[src/source/icache_macros.svh]
// Instruction cache geometry

`ifndef ICACHE_MACROS_SVH
`define ICACHE_MACROS_SVH

// Fetch and refill port widths
`define ICACHE_ADDR_W     32
`define ICACHE_DATA_W     32
`define ICACHE_LINE_W     128

// Cache organisation
`define ICACHE_NB_WAYS    4
`define ICACHE_NB_SETS    16

// Address split
`define ICACHE_SET_W      4     // Set index, addr[7:4]
`define ICACHE_SET_LSB    4
`define ICACHE_TAG_W      7     // Stored tag, addr[14:8]
`define ICACHE_TAG_LSB    8
`define ICACHE_WORD_LSB   2     // Word in line, addr[3:2]

// Replacement LFSR start value
`define ICACHE_LFSR_SEED  8'hA5

`endif

[src/source/icache_pkg.sv]
// Instruction cache types

`include "icache_macros.svh"

package icache_pkg;

   typedef enum logic [3:0]
   {
      DISABLED,
      BYPASS_REFILL,
      BYPASS_WAIT_DONE,
      FLUSH_ALL,
      FLUSH_SET,
      IDLE,
      TAG_LOOKUP,
      WAIT_REFILL_GNT,
      WAIT_REFILL_DONE
   } ctrl_state_t;

   typedef logic [`ICACHE_NB_WAYS-1:0] way_mask_t;    // One-hot way
   typedef logic [`ICACHE_SET_W-1:0]   set_idx_t;
   typedef logic [`ICACHE_TAG_W-1:0]   tag_t;
   typedef logic [`ICACHE_LINE_W-1:0]  line_t;

endpackage

[src/source/icache_perf_counters.sv]
// Fetch performance counters

module icache_perf_counters import icache_pkg::*;
(
   input  logic        clk,
   input  logic        rst_n,

   input  logic        clear_i,
   input  logic        enable_i,

   input  logic        trans_evt_i,
   input  logic        hit_evt_i,
   input  logic        miss_evt_i,

   output logic [31:0] trans_count_o,
   output logic [31:0] hit_count_o,
   output logic [31:0] miss_count_o
);

   logic [2:0]  evt;
   logic [31:0] cnt_q [3];

   assign evt = {miss_evt_i, hit_evt_i, trans_evt_i};

   always_ff @(posedge clk, negedge rst_n)
   begin
      if (!rst_n)
      begin
         for (int i = 0; i < 3; i++)
            cnt_q[i] <= '0;
      end
      else
      begin
         for (int i = 0; i < 3; i++)
         begin
            if (clear_i)
               cnt_q[i] <= '0;                 // Clear wins over counting
            else if (enable_i && evt[i])
               cnt_q[i] <= cnt_q[i] + 32'd1;
         end
      end
   end

   assign trans_count_o = cnt_q[0];
   assign hit_count_o   = cnt_q[1];
   assign miss_count_o  = cnt_q[2];

endmodule

[config.mk]
export PLATFORM = sky130hd
export DESIGN_NAME = icache_perf_counters
export DESIGN_NICKNAME = d
export VERILOG_FILES = /design/src/source/icache_pkg.sv /design/src/source/icache_perf_counters.sv
export VERILOG_INCLUDE_DIRS = /design/src /design/src/source
export SDC_FILE = /design/constraint.sdc
export NUM_CORES = 1
export LEC_CHECK = 0
export ABC_AREA = 1
export BUFFER_PORTS_ARGS = -buffer_cell sky130_fd_sc_hd__buf_2
export CAP_MARGIN = 0
export CORE_MARGIN = 2
export CORE_UTILIZATION = 43
export CTS_CLUSTER_DIAMETER = 80
export DETAILED_ROUTE_END_ITERATION = 8
export GPL_TIMING_DRIVEN = 0
export PLACE_DENSITY_LB_ADDON = 0.08
export SLEW_MARGIN = 20
export SYNTH_ARGS = -nofsm -noshare
export SYNTH_HDL_FRONTEND = slang
export SYNTH_SLANG_ARGS = --single-unit
[constraint.sdc]
create_clock -name clk -period 2.01 [get_ports clk]
set_input_delay 0.402 -clock clk [delete_from_list [all_inputs] [get_ports clk]]
set_output_delay 0.402 -clock clk [all_outputs]
set_load 0.01 [all_outputs]
==> results.sh <==
export IMPL_status="finished with violations"
export IMPL_violations="hold timing"
export IMPL_period_minus_slack_ns=1.66
export IMPL_path_clk_slew_ns=0.06
export IMPL_grt_pass1_vias=4926
export IMPL_worstMarginPinSlew_ns=0.552
export IMPL_cp_end_kind="flop"
export IMPL_dr_pass1_iters=4
export IMPL_yosysSeqAreaShare_pct=44.2
export IMPL_coreArea_mm2=0.0125
export IMPL_crit_type="reg2reg"
export IMPL_multi_input_area_mm2=0.00268
export IMPL_die_area_mm2=0.0136
export IMPL_die_height_um=116
export IMPL_final_period_utilization_pct=82.5
export IMPL_drtAntennaViolNets=0
export IMPL_cts_buffers=9
export IMPL_required_ns=2.25
export IMPL_power_mw=3.70
export IMPL_io_pins=103
export IMPL_hpwl_um=10900
export IMPL_drcViolationCount=0
export IMPL_cp_arrival_ns=1.90
export IMPL_grt_overflow_total=0
export IMPL_antenna_found_initial=0
export IMPL_cts_sinks=96
export IMPL_wl_per_cell_um=13.4
export IMPL_yosys_warnings=0
export IMPL_postRouteWirelength_um=14500
export IMPL_synth_top_area_share_pct=44.2
export IMPL_drt_first_iter_violations=265
export IMPL_drv_max_cap_violation_count=0
export IMPL_crit_fanout=9
export IMPL_num_antenna_cells=0
export IMPL_netlist_area_mm2=0.00544
export IMPL_drive_gt1_share_pct=15.5
export IMPL_vdd_drop_max_v=0.000279
export IMPL_clockBufferDepth=2
export IMPL_port_buffers=101
export IMPL_via_per_inst=4.96
export IMPL_hold_buffers=0
export IMPL_start_kind="flop"
export IMPL_synth_area_leaders="dfrtp_1, nand2_1, nor2_1"
export IMPL_rows=41
export IMPL_chipWidth_um=116
export IMPL_finalSetupViolCount=0
export IMPL_grt_pass1_wl_um=23500
export IMPL_place_inst=1065
export IMPL_fin_cells=1079
export IMPL_htreeDepth=3
export IMPL_final_cell_mix="nand2_1, nor2_1, buf_2"
export IMPL_rsz0062_at_grt="false"
export IMPL_synth_top_cell_by_area="dfrtp_1"
export IMPL_cts_setup_buffers=0
export IMPL_crit_slowest_cell="dfrtp_1"
export IMPL_clock_root_buffer="clkbuf_16"
export IMPL_powerDensity_mw_per_mm2=573
export IMPL_fillers=1294
export IMPL_synth_cell_type_count=27
export IMPL_layout_commonest_cell="nand2_1"
export IMPL_grt_usage_pct=22.2
export IMPL_finClkSkew_ns=0.00609
export IMPL_cts_tree="built"
export IMPL_synth_seq_cells=96
export IMPL_r2r_start="miss_count_o[0]"
export IMPL_post_cts_resized=0
export IMPL_grt_max_degree=50
export IMPL_fmax_mhz=603
export IMPL_syn_num_nets=801
export IMPL_slew_headroom_pct=63.2
export IMPL_initial_core_util_pct=43.6
export IMPL_slowest_delay_ns=0.40
export IMPL_timing_hold_ws_ns=-0.0139
export IMPL_crit_start="miss_count_o[0]"
export IMPL_vias=5347
export IMPL_synthCells=791
export IMPL_finalMaxSlewViolations=0
export IMPL_leakagePower_nw=3.12
export IMPL_path_cells="ha_1, nand3_1, nor2_4, nand2_4, nor2_4, nand2_1, nor2_1, nor2_1"
export IMPL_gp_congestion=0.872
export IMPL_syn2layout_area_growth_pct=18.6
export IMPL_worstHoldPathType="in2async"
export IMPL_regArea_mm2=0.00240
export IMPL_avgSynthCellArea_um2=6.88
export IMPL_hold_violations=4
export IMPL_clk_latency_ns=0.34
export IMPL_nets=914
==> path summary, 6_finish.rpt <==
check                                          to  slack, ns  cells past startpoint
min in group clk                   hit_count_o[0]       0.43                      3
max in group asynchronous        miss_count_o[27]       1.42                      2
worst min-delay path             trans_count_o[7]      -0.01                      1
worst max register to register   miss_count_o[30]       0.35                      8
worst min register to register  trans_count_o[14]       0.52                      1
worst max-delay path             miss_count_o[30]       0.35                      8
==> kinds of logic after synthesis <==
logic type	synth area share (%)
and+or+nand+nor	39.5
DFF	44.2
AOI/OAI and AO/OA	8.90
buffers and inverters	6.62
adders and majority gates	0.690
xor gates and xnor gates	0.161
==> sequential cells by signal, indices dropped and copies added (netlist names) <==
register and flops:
hit_count_o 32, miss_count_o 32, trans_count_o 32
==> area by class of cell <==
cell class,instances,area share [%]
plain buffers,10,0.757
multi-input cells,602,41.5
clock inverters,1,0.0776
well taps,172,3.34
flip-flops and latches,96,37.2
clock buffers,13,3.88
repair buffers,102,8.36
inverters,83,4.83
==> per-layer routing <==
metal	part of all wire [%]	GRT usage [%]
met3	5.0	3.89
met4	2.0	9.60
met1	45	29.4
met2	48	35.9
met5	0	0
==> where the power goes <==
part           internal, mW  switching (mW)
clock                 0.860           0.717
sequential             1.94         0.00926
combinational        0.0461           0.124
total                  2.85           0.850
==> worst max-delay path, delay by kind of cell, from the launching register on <==
kind / cells / cell delay, ns
DFF: 1 / 0.40
adders and majority gates: 1 / 0.21
and+or+nand+nor: 7 / 0.94
==> cell usage after synthesis <==
| cell type | count |
|---|---|
| ha_1 | 3 |
| nor2_2 | 2 |
| nor2_1 | 183 |
| and2_1 | 1 |
| nand4_1 | 5 |
| nand3b_1 | 1 |
| a21o_1 | 1 |
| nor3b_1 | 4 |
| a31o_2 | 1 |
| and3_2 | 1 |
| xor2_1 | 1 |
| nand2_4 | 2 |
| nand3_1 | 61 |
| o21ai_0 | 31 |
| clkbuf_1 | 5 |
| buf_1 | 3 |
| a21oi_1 | 61 |
| clkbuf_8 | 1 |
| nand2_1 | 218 |
| nor2_4 | 14 |
| nand2_2 | 5 |
| nor3_1 | 6 |
| a211oi_1 | 1 |
| inv_2 | 1 |
| dfrtp_1 | 96 |
| inv_1 | 82 |
| buf_2 | 1 |
==> stage by stage <==
stage | hold WS [ns] | setup WS (ns) | setup TNS (ns) | instance area, um2 | utilization, %
finish | -0.0139 | 0.351 | 0 | 6450 | 51.7
detailed placement | 0.384 | 0.231 | 0 | 6190 | 49.7
global placement | 0.495 | -0.587 | -55.79 | 6160 | 49.4
floorplan | 0.106 | 0.550 | 0 | 5440 | -
CTS | 0.00880 | 0.340 | 0 | 6450 | 51.7
global route | 0.0255 | 0.141 | 0 | 6450 | 51.7
No activity file was read; power rests on OpenSTA's default activity.
