**src/source/icache_macros.svh**
```systemverilog
// Instruction cache geometry

`ifndef ICACHE_MACROS_SVH
`define ICACHE_MACROS_SVH

// Fetch and refill port widths
`define ICACHE_ADDR_W     32
`define ICACHE_DATA_W     32
`define ICACHE_LINE_W     128

// Cache organisation
`define ICACHE_NB_WAYS    4
`define ICACHE_NB_SETS    16

// Address split
`define ICACHE_SET_W      4     // Set index, addr[7:4]
`define ICACHE_SET_LSB    4
`define ICACHE_TAG_W      7     // Stored tag, addr[14:8]
`define ICACHE_TAG_LSB    8
`define ICACHE_WORD_LSB   2     // Word in line, addr[3:2]

// Replacement LFSR start value
`define ICACHE_LFSR_SEED  8'hA5

`endif

```
**src/source/icache_pkg.sv**
```systemverilog
// Instruction cache types

`include "icache_macros.svh"

package icache_pkg;

   typedef enum logic [3:0]
   {
      DISABLED,
      BYPASS_REFILL,
      BYPASS_WAIT_DONE,
      FLUSH_ALL,
      FLUSH_SET,
      IDLE,
      TAG_LOOKUP,
      WAIT_REFILL_GNT,
      WAIT_REFILL_DONE
   } ctrl_state_t;

   typedef logic [`ICACHE_NB_WAYS-1:0] way_mask_t;    // One-hot way
   typedef logic [`ICACHE_SET_W-1:0]   set_idx_t;
   typedef logic [`ICACHE_TAG_W-1:0]   tag_t;
   typedef logic [`ICACHE_LINE_W-1:0]  line_t;

endpackage

```
**src/source/icache_ctrl_fsm.sv**
```systemverilog
// Cache controller FSM

`include "icache_macros.svh"

module icache_ctrl_fsm import icache_pkg::*;
(
   input  logic                      clk,
   input  logic                      rst_n,

   input  logic                      bypass_icache_i,
   input  logic                      flush_icache_i,
   input  logic                      flush_set_req_i,
   input  set_idx_t                  flush_set_addr_i,

   input  logic                      fetch_req_i,
   input  logic [`ICACHE_ADDR_W-1:0] fetch_addr_i,
   input  logic                      hit_i,
   input  logic                      refill_gnt_i,
   input  logic                      refill_r_valid_i,

   output logic                      fetch_gnt_o,
   output logic                      fetch_rvalid_o,
   output logic                      rdata_from_refill_o,
   output logic                      tag_rd_o,
   output logic                      tag_wr_o,
   output logic                      tag_clear_o,
   output set_idx_t                  tag_set_o,
   output logic                      victim_commit_o,
   output logic                      refill_req_o,
   output logic [`ICACHE_ADDR_W-1:0] refill_addr_o,
   output logic [`ICACHE_ADDR_W-1:0] lookup_addr_o,
   output logic                      cache_is_bypassed_o,
   output logic                      cache_is_flushed_o,
   output logic                      flush_set_ack_o,
   output logic                      hit_evt_o,
   output logic                      miss_evt_o
);

   ctrl_state_t               state_q, state_d;
   logic [`ICACHE_ADDR_W-1:0] lookup_addr_q;
   set_idx_t                  flush_cnt_q;
   logic                      bypass_pend_q;   // Bypass refill still outstanding
   logic                      ctrl_req;

   assign ctrl_req = bypass_icache_i | flush_icache_i | flush_set_req_i;

   always_ff @(posedge clk, negedge rst_n)
   begin
      if (!rst_n)
      begin
         state_q       <= DISABLED;
         flush_cnt_q   <= '0;
         bypass_pend_q <= 1'b0;
      end
      else
      begin
         state_q     <= state_d;
         flush_cnt_q <= (state_q == FLUSH_ALL) ? flush_cnt_q + 1'b1 : '0;
         if (fetch_gnt_o && cache_is_bypassed_o)
            bypass_pend_q <= 1'b1;
         else if (refill_r_valid_i && cache_is_bypassed_o)
            bypass_pend_q <= 1'b0;
      end
   end

   // Address of the fetch in flight
   always_ff @(posedge clk)
   begin
      if (fetch_gnt_o)
         lookup_addr_q <= fetch_addr_i;
   end

   assign lookup_addr_o = lookup_addr_q;
   assign refill_addr_o = lookup_addr_q;

   ////////////////////////////////////////////////////////////////////////////
   // Next state and outputs
   ////////////////////////////////////////////////////////////////////////////

   always_comb
   begin
      state_d             = state_q;
      fetch_gnt_o         = 1'b0;
      fetch_rvalid_o      = 1'b0;
      rdata_from_refill_o = 1'b0;
      tag_rd_o            = 1'b0;
      tag_wr_o            = 1'b0;
      tag_clear_o         = 1'b0;
      tag_set_o           = fetch_addr_i[`ICACHE_SET_LSB +: `ICACHE_SET_W];
      victim_commit_o     = 1'b0;
      refill_req_o        = 1'b0;
      cache_is_bypassed_o = 1'b0;
      cache_is_flushed_o  = 1'b0;
      flush_set_ack_o     = 1'b0;
      hit_evt_o           = 1'b0;
      miss_evt_o          = 1'b0;

      case (state_q)
         DISABLED:
         begin
            cache_is_bypassed_o = 1'b1;
            cache_is_flushed_o  = 1'b1;
            flush_set_ack_o     = 1'b1;
            if (bypass_icache_i)
            begin
               fetch_gnt_o = fetch_req_i;
               if (fetch_req_i)
                  state_d = BYPASS_REFILL;
            end
            else if (!bypass_pend_q)
               state_d = FLUSH_ALL;           // Enabling always starts clean
         end
         BYPASS_REFILL:
         begin
            cache_is_bypassed_o = 1'b1;
            cache_is_flushed_o  = 1'b1;
            flush_set_ack_o     = 1'b1;
            refill_req_o        = 1'b1;
            if (refill_gnt_i)
               state_d = BYPASS_WAIT_DONE;
         end
         BYPASS_WAIT_DONE:
         begin
            cache_is_bypassed_o = 1'b1;
            cache_is_flushed_o  = 1'b1;
            flush_set_ack_o     = 1'b1;
            rdata_from_refill_o = 1'b1;
            fetch_rvalid_o      = refill_r_valid_i;
            if (refill_r_valid_i)
               state_d = DISABLED;
         end
         FLUSH_ALL:
         begin
            flush_set_ack_o = 1'b1;
            tag_clear_o     = 1'b1;
            tag_set_o       = flush_cnt_q;
            if (flush_cnt_q == set_idx_t'(`ICACHE_NB_SETS-1))
            begin
               cache_is_flushed_o = 1'b1;
               state_d            = IDLE;
            end
         end
         FLUSH_SET:
         begin
            flush_set_ack_o = 1'b1;
            tag_clear_o     = 1'b1;
            tag_set_o       = flush_set_addr_i;
            state_d         = IDLE;
         end
         IDLE:
         begin
            flush_set_ack_o = 1'b1;
            if (bypass_icache_i)
               state_d = DISABLED;
            else if (flush_icache_i)
               state_d = FLUSH_ALL;
            else if (flush_set_req_i)
               state_d = FLUSH_SET;
            else if (fetch_req_i)
            begin
               fetch_gnt_o = 1'b1;
               tag_rd_o    = 1'b1;
               state_d     = TAG_LOOKUP;
            end
         end
         TAG_LOOKUP:
         begin
            if (hit_i)
            begin
               fetch_rvalid_o = 1'b1;
               hit_evt_o      = 1'b1;
               if (fetch_req_i && !ctrl_req)
               begin
                  fetch_gnt_o = 1'b1;         // Back-to-back hit
                  tag_rd_o    = 1'b1;
               end
               else
                  state_d = IDLE;
            end
            else
            begin
               miss_evt_o      = 1'b1;
               victim_commit_o = 1'b1;
               refill_req_o    = 1'b1;
               state_d         = refill_gnt_i ? WAIT_REFILL_DONE : WAIT_REFILL_GNT;
            end
         end
         WAIT_REFILL_GNT:
         begin
            refill_req_o = 1'b1;
            if (refill_gnt_i)
               state_d = WAIT_REFILL_DONE;
         end
         WAIT_REFILL_DONE:
         begin
            rdata_from_refill_o = 1'b1;
            fetch_rvalid_o      = refill_r_valid_i;
            tag_wr_o            = refill_r_valid_i;
            tag_set_o           = lookup_addr_q[`ICACHE_SET_LSB +: `ICACHE_SET_W];
            if (refill_r_valid_i)
               state_d = IDLE;
         end
         default:
            state_d = DISABLED;
      endcase
   end

endmodule

```
**config.mk**
```make
export PLATFORM = sky130hd
export DESIGN_NAME = icache_ctrl_fsm
export DESIGN_NICKNAME = d
export VERILOG_FILES = /design/src/source/icache_pkg.sv /design/src/source/icache_ctrl_fsm.sv
export VERILOG_INCLUDE_DIRS = /design/src /design/src/source
export SDC_FILE = /design/constraint.sdc
export NUM_CORES = 1
export LEC_CHECK = 0
export BUFFER_PORTS_ARGS = -buffer_cell sky130_fd_sc_hd__buf_2
export CAP_MARGIN = 30
export CORE_ASPECT_RATIO = 1.25
export CORE_MARGIN = 4
export CORE_UTILIZATION = 44
export DETAILED_ROUTE_END_ITERATION = 12
export PLACE_DENSITY = 0.78
export SYNTH_ARGS = -nofsm -noshare
export SYNTH_HDL_FRONTEND = slang
export SYNTH_SLANG_ARGS = --single-unit
```
**constraint.sdc**
```tcl
create_clock -name clk -period 2.8 [get_ports clk]
set_clock_uncertainty 0.2 [all_clocks]
set_input_delay 0.14 -clock clk [delete_from_list [all_inputs] [get_ports clk]]
set_output_delay 0.14 -clock clk [all_outputs]
set_load 0.005 [all_outputs]
```
==> run metrics, run 1 <==
status finished clean; synth warn 0; fraction of registers with async set/reset 0.220; IO buf count 125; final net count 356; root buf cell clkbuf_8; clock power share 0.198; cell internal pwr 1.52 mW; number of diodes 0; number of cells on the critical path 6; number of enable flip-flop cells after synthesis 32; register bit total from synthesis a little over 40; Syn Area/Cell 12.0 um^2; Yosys cell types between 40 and 50; CTS buffer count 5; largest net degree at the start of global routing 34; DRC 0; Critical path buffers and inverters 2; CP max-delay cell dfrtp_1; Layout area overhead 41.3%; global-route wire length before repair 9070 um; setup bufs post-CTS 0; min Tclk post-route 2590 ps; TritonCTS sink count 41; vias in the first global route 1,805; fmax between 300 and 400 MHz; type of the worst min-delay path in -> reg; I/O pin count between 100 and 150; setup TNS 0 ps; ys flop type edfxtp_1; Setup violations, final 0; Die Wd between 70 and 80 um; worst r2r path cells 5; CP max stage delay 750 ps; VDD IR-drop max 0.625 mV; Routed Antenna Nets 0; starting density of the core 0.457; r2r endpoint lookup_addr_o[8]$_DFFE_PP_; post-route cell area 0.00305 mm^2; flop2flop setup slack 490 ps; Reg-to-Reg Start state_q[3]$_DFFE_PN0P_; initial antenna violation count 0; H-tree depth 2; Final HPWL DP 4040 um; Syn Inst Count 180; crit path capture type output pin; post-CTS resize count 0; initial DRC count 89; Finished Core Util 0.646; min-delay src flush_icache_i; Placed Area 0.00258 mm^2; core box area between 0.004 and 0.005 mm^2; GP Congestion 0.896; Worst slew margin 0.583; Max-Cap Viols 0; total track usage 0.188; Remaining Overflow, GRT 0; worst setup path category reg -> out; worst slew pin tran 626 ps; # hold bufs at CTS 36; Final Hold Fails 0; crit-path cells nand4bb_1 > o21ai_0 > and3_1 > a31o_2 > buf_12 > buf_2; sequential share of the synthesized area 0.549; Switching Power roughly 0.86 mW; post-route setup slack 206 ps; Non-Filler Instances about 370; syn_nets ~230; arrival time worst endpoint ~2300 ps; post-DR wirelength/cell 15.3 um; RSZ-0062 raised after global routing no; pre-CTS WS 534 ps; Sw Ratio 0.361; Startpoint Class register; Clock Latency Late Sink 290 ps; Req. time, crit path 2460 ps; crit path max fanout 33; Row Count 28; post-DR vias/cell 5.05; DR vias 1,873; Final Routed Wirelength 5660 um; Hold Path Depth 3; Hold EP state_q[2]$_DFFE_PN0P_; leakage power approximately 1.4 nW; CTS Buffer Depth 2; TritonRoute pass-1 iters 5; combinational power share 0.420; Clk pin slew, worst setup/hold paths ~80 ps; register share of total power 0.382; TritonCTS clock tree yes; Chip Height 86.4 um; die footprint 0.00610 mm^2; Power Density 778 mW/mm^2; dpl cells 327; post-synthesis cell area 0.00216 mm^2; CP top delay family flip-flops; share of layout cells above drive strength 1 0.466; Tcrit/Tclk final 0.926; Pins Over Slew Limit 0
==> cell usage after synthesis, drive strengths merged (2+ instances only) <==
| library cell | number | share of area |
|---|---|---|
| nand2 | 8 | 0.014 |
| o31a | 2 | 0.0081 |
| buf | 41 | 0.15 |
| a22oi | 3 | 0.010 |
| nor2b | 5 | 0.014 |
| a31oi | 3 | 0.0087 |
| nand3b | 3 | 0.010 |
| o22ai | 2 | 0.0058 |
| edfxtp | 32 | 0.44 |
| a21oi | 8 | 0.019 |
| o21ai | 4 | 0.0093 |
| a211oi | 2 | 0.0093 |
| nand3 | 5 | 0.012 |
| nor2 | 11 | 0.020 |
| xnor2 | 3 | 0.016 |
| inv | 3 | 0.0052 |
| a221o | 4 | 0.019 |
| dfrtp | 9 | 0.10 |
| nor3 | 7 | 0.016 |
| nand2b | 2 | 0.0058 |
| and3 | 3 | 0.0087 |
| nand4bb | 2 | 0.010 |
==> how the worst max path moves through the flow <==
stage                                       end  slack [ps]                   start
CTS                                 fetch_gnt_o         220  state_q[3]$_DFFE_PN0P_
global route                        fetch_gnt_o          60  state_q[3]$_DFFE_PN0P_
detailed placement  lookup_addr_o[12]$_DFFE_PP_         530  state_q[3]$_DFFE_PN0P_
finish                              fetch_gnt_o         210  state_q[3]$_DFFE_PN0P_
global placement    lookup_addr_o[13]$_DFFE_PP_         610  state_q[3]$_DFFE_PN0P_
floorplan            lookup_addr_o[0]$_DFFE_PP_         590  state_q[3]$_DFFE_PN0P_
==> state kept, by name, summed over array words and instances (netlist names) <==
register and cells:
lookup_addr_o 32, flush_cnt_q 4, state_q 4, bypass_pend_q 1
==> cells in the final DEF (no fill, tap or decap), types with 2 or more instances in the layout <==
master and instances:
and3_1 3, nand4bb_1 2, nand3b_1 3, nand2_1 8
buf_2 125, a31oi_1 3, dlygate4sd3_1 36, xnor2_1 2
a221o_1 4, nor2b_1 5, nand3_1 5, o22ai_1 2
o21ai_1 2, inv_1 2, clkbuf_8 5, nor3_1 7
edfxtp_1 32, buf_4 3, o21ai_0 2, a21oi_1 8
dfrtp_1 9, nand2b_1 2, o31a_1 2, nor2_1 10
a22oi_1 3
==> tightest hold or removal path, cell delays in order <==
cell,delay [ps]
buf_2,110
o311ai_1,100
o21a_1,110
==> power by group through the flow <==
stage	registers, mW	logic, mW	clock network (mW)
after floorplan	0.821	0.785	0
after global placement	0.907	0.931	0
after detailed placement	0.917	0.950	0
after CTS	0.904	1.00	0.482
after global routing	0.928	1.10	0.510
final	0.907	0.998	0.471
==> area by class of cell <==
cell class / instances / area (um^2)
Fill cell: 366 / 1680
Inverter: 3 / 11.3
Sequential cell: 41 / 1190
Timing Repair Buffer: 165 / 1030
Clock inverter: 2 / 38.8
Tap cell: 60 / 75.1
Multi-Input combinational cell: 94 / 642
Clock buffer: 6 / 72.6
==> through the flow <==
step           hold slack [ps]  power (mW)
4_1_cts                   7.27        2.39
2_1_floorplan             -356        1.61
5_1_grt                   32.7        2.53
6_report                  13.7        2.38
3_3_place_gp              -191        1.84
3_5_place_dp              -192        1.87
==> cell families after synthesis <==
family,after synthesis,synth area share
xor+xnor,4,0.0197
flops,41,0.549
simple gates,51,0.142
compound gates,38,0.130
buf+inv,45,0.154
fa+ha+maj,1,0.00579
==> metal layers <==
layer	GRT usage	wire length (um)
met2	0.338	3020
met4	0.0632	81
met3	0.0394	402
met1	0.222	2160
met5	0	0
Note: power is estimated with default switching activity, not from simulation.
==> inputs of run 2 (changes only) <==
==> constraint.sdc (replaced) <==
create_clock -name clk -period 2.7 [get_ports clk]
set_clock_uncertainty 0.2 [all_clocks]
set_input_delay 0.135 -clock clk [delete_from_list [all_inputs] [get_ports clk]]
set_output_delay 0.135 -clock clk [all_outputs]
set_load 0.005 [all_outputs]
==> run 2 against run 1 <==
Critical path depth unchanged. Routed wire length shrank 1.7%. Cell count increased by 0.27%. Utilization up 0.21 points. Non-clock buffer count up 1. Critical path type unchanged. Critical endpoint is now tag_set_o[0].
==> run metrics, run 2 (synthesized netlist as in run 1, its figures left out) <==
Row Count 28 (unchanged); Worst slew margin 0.675 (was 0.583); Routed Antenna Nets 0 (unchanged); TritonRoute pass-1 iters 4 (was 5); arrival time worst endpoint 2110 ps (was 2250 ps); CTS Buffer Depth 2 (unchanged); clock power share 0.196 (was 0.198); setup bufs post-CTS 0 (unchanged); starting density of the core 0.457 (unchanged); r2r endpoint lookup_addr_o[8]$_DFFE_PP_ (unchanged); fmax 409 MHz; final net count 357 (was 356); most common cell after layout, fill and taps aside buf_2 (unchanged); core box area 0.00473 mm^2 (unchanged); largest net degree at the start of global routing 34 (unchanged); Max-Cap Viols 0 (unchanged); DRC 0 (unchanged); worst setup path category reg -> out (unchanged); post-DR vias/cell 4.97 (was 5.05); Sw Ratio 0.357 (was 0.361); combinational power share 0.426 (was 0.420); type of the worst min-delay path in -> async (was in -> reg); worst slew pin tran 484 ps (was 626 ps); post-DR wirelength/cell 15.0 um (was 15.3 um); share of layout cells above drive strength 1 0.474 (was 0.466); TritonCTS clock tree yes (unchanged); Layout area overhead 41.8% (was 41.3%); Clk pin slew, worst setup/hold paths 80 ps (about the same); Finished Core Util 0.648 (was 0.646); Filler cells 390 (was 366); Final HPWL DP 4040 um (about the same); flop2flop setup slack 560 ps (was 490 ps); Power Density 805 mW/mm^2 (was 778 mW/mm^2); register share of total power 0.378 (was 0.382); Reg-to-Reg Start state_q[0]$_DFFE_PN0P_ (was state_q[3]$_DFFE_PN0P_); Final Hold Fails 0 (unchanged); Remaining Overflow, GRT 0 (unchanged); Die Wd 70.7 um (unchanged); worst r2r path cells 5 (unchanged); die footprint 0.00610 mm^2 (unchanged); most frequent cells in the layout 125 x buf_2, 36 x dlygate4sd3_1, 32 x edfxtp_1 (unchanged); RSZ-0062 raised after global routing no (unchanged); setup TNS 0 ps (unchanged); status finished clean (unchanged); DR vias 1,850 (was 1,873); VDD IR-drop max 0.440 mV (was 0.625 mV); Clock Latency Late Sink 290 ps (about the same); I/O pin count 126 (unchanged); Tcrit/Tclk final 0.905; Req. time, crit path 2370 ps (was 2460 ps); Switching Power 0.880 mW (was 0.857 mW); number of diodes 0 (unchanged); IO buf count 125 (unchanged); number of flip-flops under the largest register name 32 (unchanged); GP Congestion 0.855 (was 0.896); CTS buffer count 5 (unchanged); Setup violations, final 0 (unchanged); vias in the first global route 1,779 (was 1,805); global-route wire length before repair 8690 um (was 9070 um); leakage power 1.37 nW (was 1.36 nW); Pins Over Slew Limit 0 (unchanged); root buf cell clkbuf_8 (unchanged); TritonCTS sink count 41 (unchanged); initial antenna violation count 0 (unchanged); Chip Height 86.4 um (unchanged); min Tclk post-route 2440 ps; Startpoint Class register (unchanged); Final Routed Wirelength 5570 um (was 5660 um); H-tree depth 2 (unchanged); initial DRC count 70 (was 89); cell internal pwr 1.59 mW (was 1.52 mW); crit path capture type output pin (unchanged); total track usage 0.179 (was 0.188); crit path max fanout 10 (was 33)
[run 2: cell types whose count changed in the layout (fill, tap and decap cells not counted)]
cell and change:
dfrtp_2 +2, dfrtp_1 -2, buf_4 +1
[run 2: worst max-delay path: stages, from the launching register on]
cell     delay [ps]
dfrtp_1         540
buf_4           240
nor2b_1         420
a21oi_1         130
a221o_1         260
o21ai_1          80
buf_2           140
[run 2: layout make-up]
cell class | instances | area [um^2] | area share
Timing Repair Buffer | 166 | 1040 | 0.338
Multi-Input combinational cell | 94 | 642 | 0.209
Sequential cell | 41 | 1190 | 0.388
Clock buffer | 6 | 72.6 | 0.0237
Clock inverter | 2 | 38.8 | 0.0127
Tap cell | 60 | 75.1 | 0.0245
Inverter | 3 | 11.3 | 0.00367
[run 2: how the worst max path moves through the flow]
stage	startpoint	to	slack, ps	cells after the start
floorplan	state_q[3]$_DFFE_PN0P_	lookup_addr_o[0]$_DFFE_PP_	490	5
global placement	state_q[2]$_DFFE_PN0P_	lookup_addr_o[10]$_DFFE_PP_	580	5
detailed placement	state_q[2]$_DFFE_PN0P_	lookup_addr_o[5]$_DFFE_PP_	460	5
CTS	state_q[2]$_DFFE_PN0P_	fetch_gnt_o	180	6
global route	state_q[0]$_DFFE_PN0P_	fetch_gnt_o	70	6
finish	state_q[3]$_DFFE_PN0P_	tag_set_o[0]	260	6
[run 2: power groups by stage]
stage / clock network (mW) / logic (mW) / registers (mW)
2_1_floorplan: 0 / 0.814 / 0.852
3_3_place_gp: 0 / 0.981 / 0.930
3_5_place_dp: 0 / 0.996 / 0.937
4_1_cts: 0.501 / 1.05 / 0.924
5_1_grt: 0.522 / 1.16 / 0.956
6_report: 0.484 / 1.05 / 0.933
[run 2: per-stage QoR]
step	cells	area (um^2)	total power, mW	hold slack (ps)	worst slack (ps)
3_5_place_dp	328	2590	1.93	-192	462
4_1_cts	372	3060	2.47	8.06	176
3_3_place_gp	328	2590	1.91	-193	578
6_report	372	3060	2.47	17.8	256
5_1_grt	372	3060	2.63	30.0	70.0
2_1_floorplan	180	2160	1.67	-361	489
[run 2: what timing repair did]
item | CTS | global route
endpoints found under the setup margin | 0 | 1
hold endpoints to repair | 43 | 0
resized for setup | 0 | 2
hold buffers | 36 | 0
[run 2: routing by layer]
metal | part of all wire | track usage | up-vias
met3 | 0.059 | 0.0267 | 4
met1 | 0.40 | 0.210 | 871
li1 | - | - | 899
met5 | 0 | 0 | -
met4 | 0.0088 | 0.0667 | 0
met2 | 0.54 | 0.327 | 76
