==> src/source/icache_macros.svh <==
// Instruction cache geometry

`ifndef ICACHE_MACROS_SVH
`define ICACHE_MACROS_SVH

// Fetch and refill port widths
`define ICACHE_ADDR_W     32
`define ICACHE_DATA_W     32
`define ICACHE_LINE_W     128

// Cache organisation
`define ICACHE_NB_WAYS    4
`define ICACHE_NB_SETS    16

// Address split
`define ICACHE_SET_W      4     // Set index, addr[7:4]
`define ICACHE_SET_LSB    4
`define ICACHE_TAG_W      7     // Stored tag, addr[14:8]
`define ICACHE_TAG_LSB    8
`define ICACHE_WORD_LSB   2     // Word in line, addr[3:2]

// Replacement LFSR start value
`define ICACHE_LFSR_SEED  8'hA5

`endif

==> src/source/icache_pkg.sv <==
// Instruction cache types

`include "icache_macros.svh"

package icache_pkg;

   typedef enum logic [3:0]
   {
      DISABLED,
      BYPASS_REFILL,
      BYPASS_WAIT_DONE,
      FLUSH_ALL,
      FLUSH_SET,
      IDLE,
      TAG_LOOKUP,
      WAIT_REFILL_GNT,
      WAIT_REFILL_DONE
   } ctrl_state_t;

   typedef logic [`ICACHE_NB_WAYS-1:0] way_mask_t;    // One-hot way
   typedef logic [`ICACHE_SET_W-1:0]   set_idx_t;
   typedef logic [`ICACHE_TAG_W-1:0]   tag_t;
   typedef logic [`ICACHE_LINE_W-1:0]  line_t;

endpackage

==> src/source/icache_tag_store.sv <==
// Tag array with way compare and victim choice

`include "icache_macros.svh"

module icache_tag_store import icache_pkg::*;
(
   input  logic      clk,
   input  logic      rst_n,

   input  logic      rd_i,
   input  set_idx_t  rd_set_i,
   input  tag_t      lookup_tag_i,

   input  logic      wr_i,
   input  logic      clear_i,
   input  set_idx_t  wr_set_i,
   input  logic      commit_i,

   output logic      hit_o,
   output way_mask_t hit_way_o,
   output way_mask_t victim_way_o
);

   tag_t      tag_mem [`ICACHE_NB_SETS][`ICACHE_NB_WAYS];
   way_mask_t valid_mem [`ICACHE_NB_SETS];

   tag_t      rd_tag_q [`ICACHE_NB_WAYS];
   way_mask_t rd_valid_q;
   way_mask_t victim_q;
   way_mask_t first_free;
   way_mask_t random_way;
   logic [7:0] lfsr_q;

   ////////////////////////////////////////////////////////////////////////////
   // Storage, synchronous read
   ////////////////////////////////////////////////////////////////////////////

   always_ff @(posedge clk)
   begin
      if (rd_i)
      begin
         rd_tag_q   <= tag_mem[rd_set_i];
         rd_valid_q <= valid_mem[rd_set_i];
      end
      if (clear_i)
         valid_mem[wr_set_i] <= '0;      // Drops every way of the set
      else if (wr_i)
      begin
         for (int w = 0; w < `ICACHE_NB_WAYS; w++)
         begin
            if (victim_q[w])
            begin
               tag_mem[wr_set_i][w]   <= lookup_tag_i;
               valid_mem[wr_set_i][w] <= 1'b1;
            end
         end
      end
      if (commit_i)
         victim_q <= (&rd_valid_q) ? random_way : first_free;
   end

   // Compare against the registered lookup tag
   always_comb
   begin
      for (int w = 0; w < `ICACHE_NB_WAYS; w++)
         hit_way_o[w] = rd_valid_q[w] && (rd_tag_q[w] == lookup_tag_i);
   end

   assign hit_o = |hit_way_o;

   // Lowest invalid way wins
   always_comb
   begin
      first_free = '0;
      for (int w = `ICACHE_NB_WAYS-1; w >= 0; w--)
      begin
         if (!rd_valid_q[w])
            first_free = way_mask_t'(1) << w;
      end
   end

   ////////////////////////////////////////////////////////////////////////////
   // Replacement LFSR, x^8 + x^6 + x^5 + x^4 + 1
   ////////////////////////////////////////////////////////////////////////////

   always_ff @(posedge clk, negedge rst_n)
   begin
      if (!rst_n)
         lfsr_q <= `ICACHE_LFSR_SEED;
      else if (commit_i)
         lfsr_q <= {lfsr_q[6:0], lfsr_q[7] ^ lfsr_q[5] ^ lfsr_q[4] ^ lfsr_q[3]};
   end

   assign random_way   = way_mask_t'(1) << lfsr_q[1:0];
   assign victim_way_o = victim_q;

endmodule

==> config.mk <==
export PLATFORM = sky130hd
export DESIGN_NAME = icache_tag_store
export DESIGN_NICKNAME = d
export VERILOG_FILES = /design/src/source/icache_pkg.sv /design/src/source/icache_tag_store.sv
export VERILOG_INCLUDE_DIRS = /design/src /design/src/source
export SDC_FILE = /design/constraint.sdc
export NUM_CORES = 1
export LEC_CHECK = 0
export ABC_CLOCK_PERIOD_IN_PS = 1300
export BUFFER_PORTS_ARGS = -buffer_cell sky130_fd_sc_hd__buf_2
export CAP_MARGIN = 30
export CELL_PAD_IN_SITES_DETAIL_PLACEMENT = 1
export CELL_PAD_IN_SITES_GLOBAL_PLACEMENT = 2
export CORE_MARGIN = 4
export CORE_UTILIZATION = 34
export DETAILED_ROUTE_END_ITERATION = 12
export PLACE_DENSITY_LB_ADDON = 0.1
export SYNTH_ARGS = -nofsm -noshare
export SYNTH_HDL_FRONTEND = slang
export SYNTH_SLANG_ARGS = --single-unit
==> constraint.sdc <==
create_clock -name clk -period 1.3 [get_ports clk]
set_input_delay 0.13 -clock clk [delete_from_list [all_inputs] [get_ports clk]]
set_output_delay 0.13 -clock clk [all_outputs]
set_load 0.01 [all_outputs]
==> impl_metrics.yaml, run 1 <==
placement:
  portBuffers: 29
  place_area_sq_um: 25400
  dp_hpwl_microns: 38100
  gp_congestion: 0.713
power_and_ir_drop:
  power_density_nw_per_um2: 1390
  p_sw_w: 0.00872
  p_leak_nw: 9.31
  p_comb_share_pct: 8.0
  sw_frac_of_total_pct: 21.8
  seqPwrFrac_pct: 50.6
  p_int_w: 0.0313
  vdd_drop_max_uv: 867
  clkPwrFrac_pct: 41.4
clocking:
  cts_tree: "yes"
  cts.sinks: 556
  clk_pin_slew_ns: 0.06
  numCtsBuffers: 60
  cts_root_buf: "clkbuf_16"
  htreeDepth: 2
  max-clock-path-buffers: 3
  clock_latency_ns: 0.62
global_routing:
  grt_max_degree: 33
  antenna_found_initial: 2
  grt_pass1_vias: 12328
  grt_pass1_wl_microns: 87900
  track_usage_pct: 18.0
  overflow: 0
drt:
  drc: 0
  drtPass1Iterations: 5
  via_per_inst: 5.03
  ant_nets: 0
  post_drt_wl_per_cell_microns: 26.7
  vias: 11260
  wl_microns: 59800
  drtIter0Drc: 807
sta:
  finalMaxSlewViolations: 0
  tns_ns: -10.51
  skew_ns: 0.0214
  worst_pin_slew_ns: 0.915
  relSlewSlack_pct: 38.9
  rsz0062_at_grt: "true"
  fmax_mhz: 453
  period_share_pct: 170
  setup_ws_ns: -0.908
  finalCriticalPeriod_ns: 2.21
  holdWs_ns: 0.0373
  hold_violations: 0
  finalSetupViolCount: 264
yosys:
  ys_warn_count: 0
  netlist_instances: 1071
  synth_edf_count: 548
  async_reset_ff_share_pct: 1.44
  synth.avg_cell_area_sq_um: 20.1
  seq_area_frac_synth_pct: 77.2
  synth_common_cells: "edfxtp_1, nor2_1, mux4_2"
  synthFlopType: "edfxtp_1"
  synth_top_area_share_pct: 76.3
  syn-cell-area_sq_um: 21600
  yosysUniqueCellTypes: 23
  yosys.cell_count.top_type: "edfxtp_1"
  synth.area.top_cells: "edfxtp_1, mux4_2, nor2_1, a22oi_1, xnor2_1"
  synth_top_cell_by_area: "edfxtp_1"
  synth_fp_nets: 1092
  ys_ff_latch: 556
worst_setup_path:
  crit_required_ns: 1.17
  rr_worst_depth: 4
  cp.arrival_ns: 2.08
  r2r-end: "rd_tag_q[2]$_DFFE_PP_"
  crit_type: "reg2out"
  crit_fanout: 2
  r2r_setup_slack_ns: -0.18
  r2r_start: "tag_mem[11][2]$_DFFE_PP_"
  crit_path_end_kind: "output pin"
  cp-start-kind: "register"
die:
  io_pins: 30
  die_width_microns: 260
  initial_core_util_pct: 34.3
  rows: 92
  core_area_sq_um: 63000
  die_y_microns: 260
  dieArea_sq_um: 67500
finish:
  fillers: 5814
  diodes: 0
  nets: 1368
  drive_gt1_share_pct: 45.8
  fin_area_sq_um: 28800
  syn2layout_area_growth_pct: 33.3
  ff_latch_area_sq_um: 16700
  multiInputGateArea_sq_um: 5630
hold_path:
  hold_end: "rd_tag_q[16]$_DFFE_PP_"
  min_from: "rd_i"
  hold_class: "in2reg"
  hold_path_depth: 2
status:
  status: "finished with violations"
  violations: "setup timing"
run:
  drv_cap: 0
==> cell families (layout without fill, tap and decap cells) <==
| family | Yosys count | after routing | synth area share [%] |
|---|---|---|---|
| AND/OR/NAND/NOR | 214 | 214 | 4.03 |
| multiplexers | 135 | 135 | 13.7 |
| buffers and inverters | 63 | 385 | 1.33 |
| flip-flops | 556 | 556 | 77.2 |
| XOR/XNOR | 31 | 31 | 1.26 |
| AO/OA/AOI/OAI | 72 | 72 | 2.42 |
==> worst max-delay path by stage <==
| stage | from | to | cells past startpoint |
|---|---|---|---|
| detailed placement | rd_set_i[0] | rd_tag_q[6]$_DFFE_PP_ | 6 |
| floorplan | victim_way_o[1]$_DFFE_PP_ | valid_mem[0][1]$_DFFE_PP_ | 3 |
| CTS | rd_tag_q[14]$_DFFE_PP_ | hit_o | 5 |
| global route | rd_tag_q[15]$_DFFE_PP_ | hit_o | 5 |
| finish | rd_tag_q[14]$_DFFE_PP_ | hit_o | 5 |
| global placement | rd_set_i[0] | rd_tag_q[6]$_DFFE_PP_ | 6 |
==> power groups by stage <==
stage	logic [W]	registers [W]	clock network, W
floorplan	0.00144	0.0206	0
global placement	0.00280	0.0206	0
detailed placement	0.00284	0.0206	0
CTS	0.00317	0.0203	0.0170
global route	0.00344	0.0203	0.0178
finish	0.00320	0.0203	0.0165
==> per-stage QoR <==
step / power, W / utilization (%) / std cells / setup WS, ns
detailed placement: 0.0235 / 40.4 / 2095 / -0.623
global placement: 0.0234 / 40.4 / 2094 / -0.609
CTS: 0.0405 / 45.0 / 2233 / -0.962
global route: 0.0416 / 45.7 / 2239 / -1.00
finish: 0.0400 / 45.7 / 2239 / -0.908
floorplan: 0.0220 / - / 1071 / -0.114
==> worst max-delay path: stages, from the launching register on <==
cell and delay [ns]:
edfxtp_1 0.40, xnor2_1 0.15, nand4_1 0.14, nor2_4 0.09, or4_4 0.54, buf_6 0.13
==> layout make-up <==
cell class | instances | area share (%)
Clock buffer | 71 | 5.44
Sequential cell | 556 | 57.9
Timing Repair inverter | 2 | 0.0522
Clock inverter | 37 | 1.13
Timing Repair Buffer | 271 | 12.1
Multi-Input combinational cell | 452 | 19.6
Tap cell | 846 | 3.68
Inverter | 4 | 0.104
==> metal layers <==
layer / share of wire, % / global-route usage [%] / routed length, microns
met1: 46 / 25.5 / 27500
met3: 3.2 / 2.74 / 1900
met4: 2.0 / 3.99 / 1180
met2: 49 / 29.7 / 29300
met5: 0 / 0 / 0
==> placed cells by master, fill, tap and decap left out, types with 7 or more instances in the layout <==
cell type	n
nor2b_1	7
clkbuf_16	64
mux4_2	128
mux2_2	7
nor2_1	53
buf_4	90
buf_6	49
edfxtp_1	548
a22oi_1	13
buf_2	21
a22oi_2	51
buf_12	87
xnor2_1	30
clkbuf_1	10
nand4_1	9
dlygate4sd3_1	12
clkinv_1	17
clkinvlp_4	7
nand2_1	42
nor2_4	78
clkinv_2	11
==> what timing repair did <==
item / in CTS / in global routing
gates cloned: 7 / 3
gates resized for setup: 148 / 71
setup buffers: 14 / 4
setup endpoints to repair: 143 / 530
hold buffers: 12 / 0
pin swaps: 37 / 17
hold endpoints to repair: 73 / 0
==> flip-flops by register name, indices dropped and copies added (netlist names) <==
signal,count
tag_mem,448
valid_mem,64
rd_tag_q,28
lfsr_q,8
rd_valid_q,4
victim_way_o,4
(Power assumes the default switching activity.)
==> inputs of run 2 (changes only) <==
--- a/config.mk
+++ b/config.mk
@@ -7,5 +7,5 @@
 export NUM_CORES = 1
 export LEC_CHECK = 0
-export ABC_CLOCK_PERIOD_IN_PS = 1300
+export ABC_CLOCK_PERIOD_IN_PS = 1900
 export BUFFER_PORTS_ARGS = -buffer_cell sky130_fd_sc_hd__buf_2
 export CAP_MARGIN = 30
@@ -16,4 +16,5 @@
 export DETAILED_ROUTE_END_ITERATION = 12
 export PLACE_DENSITY_LB_ADDON = 0.1
+export SLEW_MARGIN = 20
 export SYNTH_ARGS = -nofsm -noshare
 export SYNTH_HDL_FRONTEND = slang
==> constraint.sdc (replaced) <==
create_clock -name clk -period 1.9 [get_ports clk]
set_input_delay 0.57 -clock clk [delete_from_list [all_inputs] [get_ports clk]]
set_output_delay 0.57 -clock clk [all_outputs]
set_load 0.01 [all_outputs]
==> impl_metrics.yaml, run 2 (synthesis gave the netlist of run 1 again) <==
status:
  status: "finished with violations"
  violations: "setup timing"
sta:
  finalCriticalPeriod_ns: 2.69
  rsz0062_at_grt: "true"
  fmax_mhz: 372
  setup_ws_ns: -0.792
  relSlewSlack_pct: 42.6
  holdWs_ns: 0.322
  period_share_pct: 142
  finalSetupViolCount: 5
  worst_pin_slew_ns: 0.859
  finalMaxSlewViolations: 0
  skew_ns: 0.0111
  hold_violations: 0
global_routing:
  grt_pass1_wl_microns: 83900
  track_usage_pct: 17.2
  grt_max_degree: 65
  grt_pass1_vias: 11991
  antenna_found_initial: 0
  overflow: 0
finish:
  drive_gt1_share_pct: 33.3
  syn2layout_area_growth_pct: 21.8
  reg.largest.list: "tag_mem (448), valid_mem (64), rd_tag_q (28)"
  nets: 1325
  final_common_cell: "edfxtp_1"
  fin_util_pct: 41.7
  final_cell_mix: "edfxtp_1, buf_4, nor2_1"
  largest_reg_flops: 448
  final_cells: 2193
  top_register: "tag_mem"
  diodes: 0
  fillers: 6026
power_and_ir_drop:
  vdd_drop_max_uv: 683
  p_comb_share_pct: 6.5
  p_sw_w: 0.00572
  power_density_nw_per_um2: 1010
  p_int_w: 0.0208
  sw_frac_of_total_pct: 21.6
  totalPowerFinal_w: 0.0265
  p_leak_nw: 8.72
  seqPwrFrac_pct: 52.3
  clkPwrFrac_pct: 41.1
worst_setup_path:
  crit_required_ns: 1.33
  cp.arrival_ns: 2.12
  cp_num_buf_inv: 1
  crit_path_end_kind: "output pin"
  crit_fanout: 2
  crit_chain: "xnor2_1 > nand4_1 > nor2_2 > or4_4 > buf_6"
  crit_slowest_cell: "or4_4"
  slowest_delay_ns: 0.54
  cp-start-kind: "register"
  crit_type: "reg2out"
  path_delay_family: "simple AND/OR/NAND/NOR gates"
die:
  die_width_microns: 260
  io_pins: 30
  initial_core_util_pct: 34.3
  core_area_sq_um: 63000
  dieArea_sq_um: 67500
  die_y_microns: 260
  rows: 92
placement:
  gp_congestion: 0.734
  portBuffers: 29
  dp.cells: 2084
  dp_hpwl_microns: 37300
clocking:
  cts.sinks: 556
  htreeDepth: 2
  numCtsBuffers: 61
  cts_root_buf: "clkbuf_16"
  max-clock-path-buffers: 3
  clock_latency_ns: 0.62
  cts_tree: "yes"
  clk_pin_slew_ns: 0.06
drt:
  drc: 0
  ant_nets: 0
  via_per_inst: 4.95
  wl_microns: 57100
  vias: 10862
  drtPass1Iterations: 5
  post_drt_wl_per_cell_microns: 26.0
  drtIter0Drc: 785
run:
  drv_cap: 0
hold_path:
  hold_class: "in2reg"
[run 2: changes by cell type in the layout (fill, tap and decap cells not counted), sizes merged]
cell	change
dlygate4sd3	-11
bufinv	-4
clkinv	-11
clkinvlp	-7
buf	-28
clkbuf	+9
inv	+6
[run 2: final cells by class]
| class | count | area [sq um] | share of cell area [%] |
|---|---|---|---|
| Sequential cell | 556 | 16700 | 63.4 |
| Multi-Input combinational cell | 452 | 4660 | 17.7 |
| Timing Repair Buffer | 229 | 2070 | 7.88 |
| Clock buffer | 83 | 1660 | 6.32 |
| Tap cell | 846 | 1060 | 4.03 |
| Clock inverter | 23 | 155 | 0.590 |
| Inverter | 4 | 15.0 | 0.0571 |
[run 2: tightest hold or removal path: stages]
cell	delay, ns
buf_2	0.20
nor2_1	0.12
a21oi_1	0.05
[run 2: per-stage QoR]
step                      TNS [ns]  cell area (sq um)  worst slack (ns)
after global routing         -3.17              26300            -0.849
after CTS                    -2.88              26200            -0.829
final                        -2.65              26300            -0.792
after global placement      -18.16              24400            -0.595
after floorplan             -0.180              21700            -0.180
after detailed placement    -24.06              24400            -0.629
[run 2: power by group through the flow]
stage	Clock, W	Sequential [W]	Combinational (W)
4_1_cts	0.0113	0.0139	0.00178
3_5_place_dp	0	0.0141	0.00177
2_1_floorplan	0	0.0141	0.000920
3_3_place_gp	0	0.0141	0.00174
6_report	0.0109	0.0139	0.00173
5_1_grt	0.0118	0.0139	0.00189
[run 2: final timing paths]
kind	startpoint	endpoint	slack (ns)	depth (start not counted)
setup / recovery	rd_tag_q[23]$_DFFE_PP_	hit_o	-0.79	5
hold / removal	commit_i	lfsr_q[0]$_DFFE_PN1P_	0.32	3
max in group asynchronous	rst_n	lfsr_q[7]$_DFFE_PN1P_	1.34	2
min in group asynchronous	rst_n	lfsr_q[4]$_DFFE_PN0P_	0.33	2
hold reg to reg	lfsr_q[6]$_DFFE_PN0P_	lfsr_q[6]$_DFFE_PN0P_	0.50	1
setup reg to reg	tag_mem[0][9]$_DFFE_PP_	rd_tag_q[9]$_DFFE_PP_	0.29	4
[run 2: layer usage]
| layer | routed length (microns) | GRT usage, % | up-vias | share of wire (%) |
|---|---|---|---|---|
| met1 | 26800 | 25.0 | 5806 | 47 |
| li1 | - | - | 4802 | - |
| met4 | 882 | 3.88 | 0 | 1.5 |
| met3 | 2190 | 2.61 | 66 | 3.8 |
| met2 | 27200 | 27.8 | 188 | 48 |
| met5 | 0 | 0 | - | 0 |
[run 2: what timing repair did]
action | in CTS | in global routing
buffers inserted | 1 | 2
hold buffers | 1 | 0
pin swaps | 11 | 10
setup endpoints to repair | 5 | 5
gates resized for setup | 6 | 3
endpoints found under the hold margin | 8 | 0
==> inputs of run 3 (changes only) <==
--- a/config.mk
+++ b/config.mk
@@ -7,5 +7,5 @@
 export NUM_CORES = 1
 export LEC_CHECK = 0
-export ABC_CLOCK_PERIOD_IN_PS = 1900
+export ABC_CLOCK_PERIOD_IN_PS = 2500
 export BUFFER_PORTS_ARGS = -buffer_cell sky130_fd_sc_hd__buf_2
 export CAP_MARGIN = 30
@@ -16,4 +16,5 @@
 export DETAILED_ROUTE_END_ITERATION = 12
 export PLACE_DENSITY_LB_ADDON = 0.1
+export SKIP_CTS_REPAIR_TIMING = 1
 export SLEW_MARGIN = 20
 export SYNTH_ARGS = -nofsm -noshare
==> constraint.sdc (replaced) <==
create_clock -name clk -period 2.5 [get_ports clk]
set_input_delay 0.375 -clock clk [delete_from_list [all_inputs] [get_ports clk]]
set_output_delay 0.375 -clock clk [all_outputs]
set_load 0.01 [all_outputs]
==> impl_metrics.yaml, run 3 (synthesis gave the netlist of run 1 again) <==
clocking:
  cts.sinks: 556
  max-clock-path-buffers: 3
  cts_root_buf: "clkbuf_16"
  clk_pin_slew_ns: 0.05
  numCtsBuffers: 66
  clock_latency_ns: 0.59
  htreeDepth: 3
  cts_tree: "yes"
global_routing:
  busiest_layer: "met2"
  use_met2_pct: 27.4
  overflow: 0
  met1_usage_pct: 23.9
  grt_pass1_vias: 11688
  grt_pass1_wl_microns: 82100
  antenna_found_initial: 0
  grt_max_degree: 46
  track_usage_pct: 16.9
  use_met3_pct: 2.77
worst_setup_path:
  slowest_delay_ns: 0.50
  crit_type: "reg2out"
  crit_fanout: 2
  cp.arrival_ns: 2.06
  crit_path_end_kind: "output pin"
  path_delay_family: "simple AND/OR/NAND/NOR gates"
  cp-start-kind: "register"
  crit_chain: "xnor2_1 > nand4_1 > nor2_2 > or4_4 > buf_6"
  crit_required_ns: 2.12
  cp_num_buf_inv: 1
  crit_slowest_cell: "or4_4"
sta:
  relSlewSlack_pct: 49.6
  finalCriticalPeriod_ns: 2.43
  setup_ws_ns: 0.0689
  rsz0062_at_grt: "false"
  hold_violations: 0
  skew_ns: 0.0110
  fmax_mhz: 411
  worst_pin_slew_ns: 0.754
  finalSetupViolCount: 0
  holdWs_ns: 0.151
  finalMaxSlewViolations: 0
  period_share_pct: 97.2
die:
  die_width_microns: 260
  die_y_microns: 260
  dieArea_sq_um: 67500
  rows: 92
  core_area_sq_um: 63000
  io_pins: 30
  initial_core_util_pct: 34.3
placement:
  portBuffers: 29
  gp_congestion: 0.713
  pre_cts_slack_ns: 0.265
  dp_hpwl_microns: 34700
power_and_ir_drop:
  p_leak_nw: 8.36
  vdd_drop_max_uv: 508
  power_density_nw_per_um2: 807
drt:
  vias: 10663
  drtIter0Drc: 758
  drc: 0
  via_per_inst: 5.03
  ant_nets: 0
  wl_microns: 55500
  post_drt_wl_per_cell_microns: 26.2
  drtPass1Iterations: 5
run:
  drv_cap: 0
status:
  status: "finished, final reports clean"
hold_path:
  hold_class: "in2reg"
finish:
  drive_gt1_share_pct: 29.7
  largest_reg_flops: 448
  top_register: "tag_mem"
  final_cell_mix: "edfxtp_1, nor2_1, mux4_2"
  final_common_cell: "edfxtp_1"
  syn2layout_area_growth_pct: 18.9
  reg.largest.list: "tag_mem (448), valid_mem (64), rd_tag_q (28)"
  nets: 1250
## run 3: cell types whose count changed in the layout (fill, tap and decap cells not counted), sizes merged
cell,previous run,this run
buf,227,147
clkbuf,84,87
clkinv,19,21
diode,0,1
inv,6,5
## run 3: final cells by class
| cell class | instances | area (sq um) |
|---|---|---|
| diodes | 1 | 2.50 |
| clock buffers | 86 | 1830 |
| clock inverters | 24 | 163 |
| fillers | 6017 | 37300 |
| inverters | 4 | 15.0 |
| multi-input cells | 452 | 4670 |
| flip-flops and latches | 556 | 16700 |
| well taps | 846 | 1060 |
| repair buffers | 149 | 1260 |
## run 3: metal layers
layer / wire (microns) / part of all wire (%)
met1: 25500 / 46
met2: 27100 / 49
met3: 1850 / 3.3
met4: 1090 / 2.0
met5: 0 / 0
## run 3: final timing paths
check	from	endpoint	slack [ns]	cells after the start
worst min register to register	lfsr_q[6]$_DFFE_PN0P_	lfsr_q[6]$_DFFE_PN0P_	0.50	1
max in group asynchronous	rst_n	lfsr_q[0]$_DFFE_PN1P_	2.10	2
worst min-delay path	commit_i	lfsr_q[0]$_DFFE_PN1P_	0.15	3
min in group asynchronous	rst_n	lfsr_q[3]$_DFFE_PN0P_	0.17	2
worst max-delay path	rd_tag_q[22]$_DFFE_PP_	hit_o	0.07	5
worst max register to register	victim_way_o[2]$_DFFE_PP_	valid_mem[10][2]$_DFFE_PP_	0.62	2
## run 3: power breakdown
group	internal [W]	switching (W)	total [W]	leakage, nW
clock network	0.00533	0.00363	0.00897	0.980
registers	0.0104	0.000111	0.0106	5.07
logic	0.000493	0.000684	0.00118	2.31
total	0.0163	0.00443	0.0207	8.36
## run 3: through the flow
step	TNS [ns]	power [W]	std cells	instance area [sq um]	util [%]
2_1_floorplan	0	0.0114	1071	21600	-
3_5_place_dp	0	0.0120	2006	23600	37.5
5_1_grt	0	0.0215	2117	25700	40.7
6_report	0	0.0207	2118	25700	40.7
4_1_cts	-0.0370	0.0210	2116	25600	40.7
3_3_place_gp	0	0.0119	2006	23600	37.5
## run 3: worst min-delay path, stage by stage
cell and delay [ns]:
buf_2 0.19, nor2_1 0.11, a21oi_1 0.05
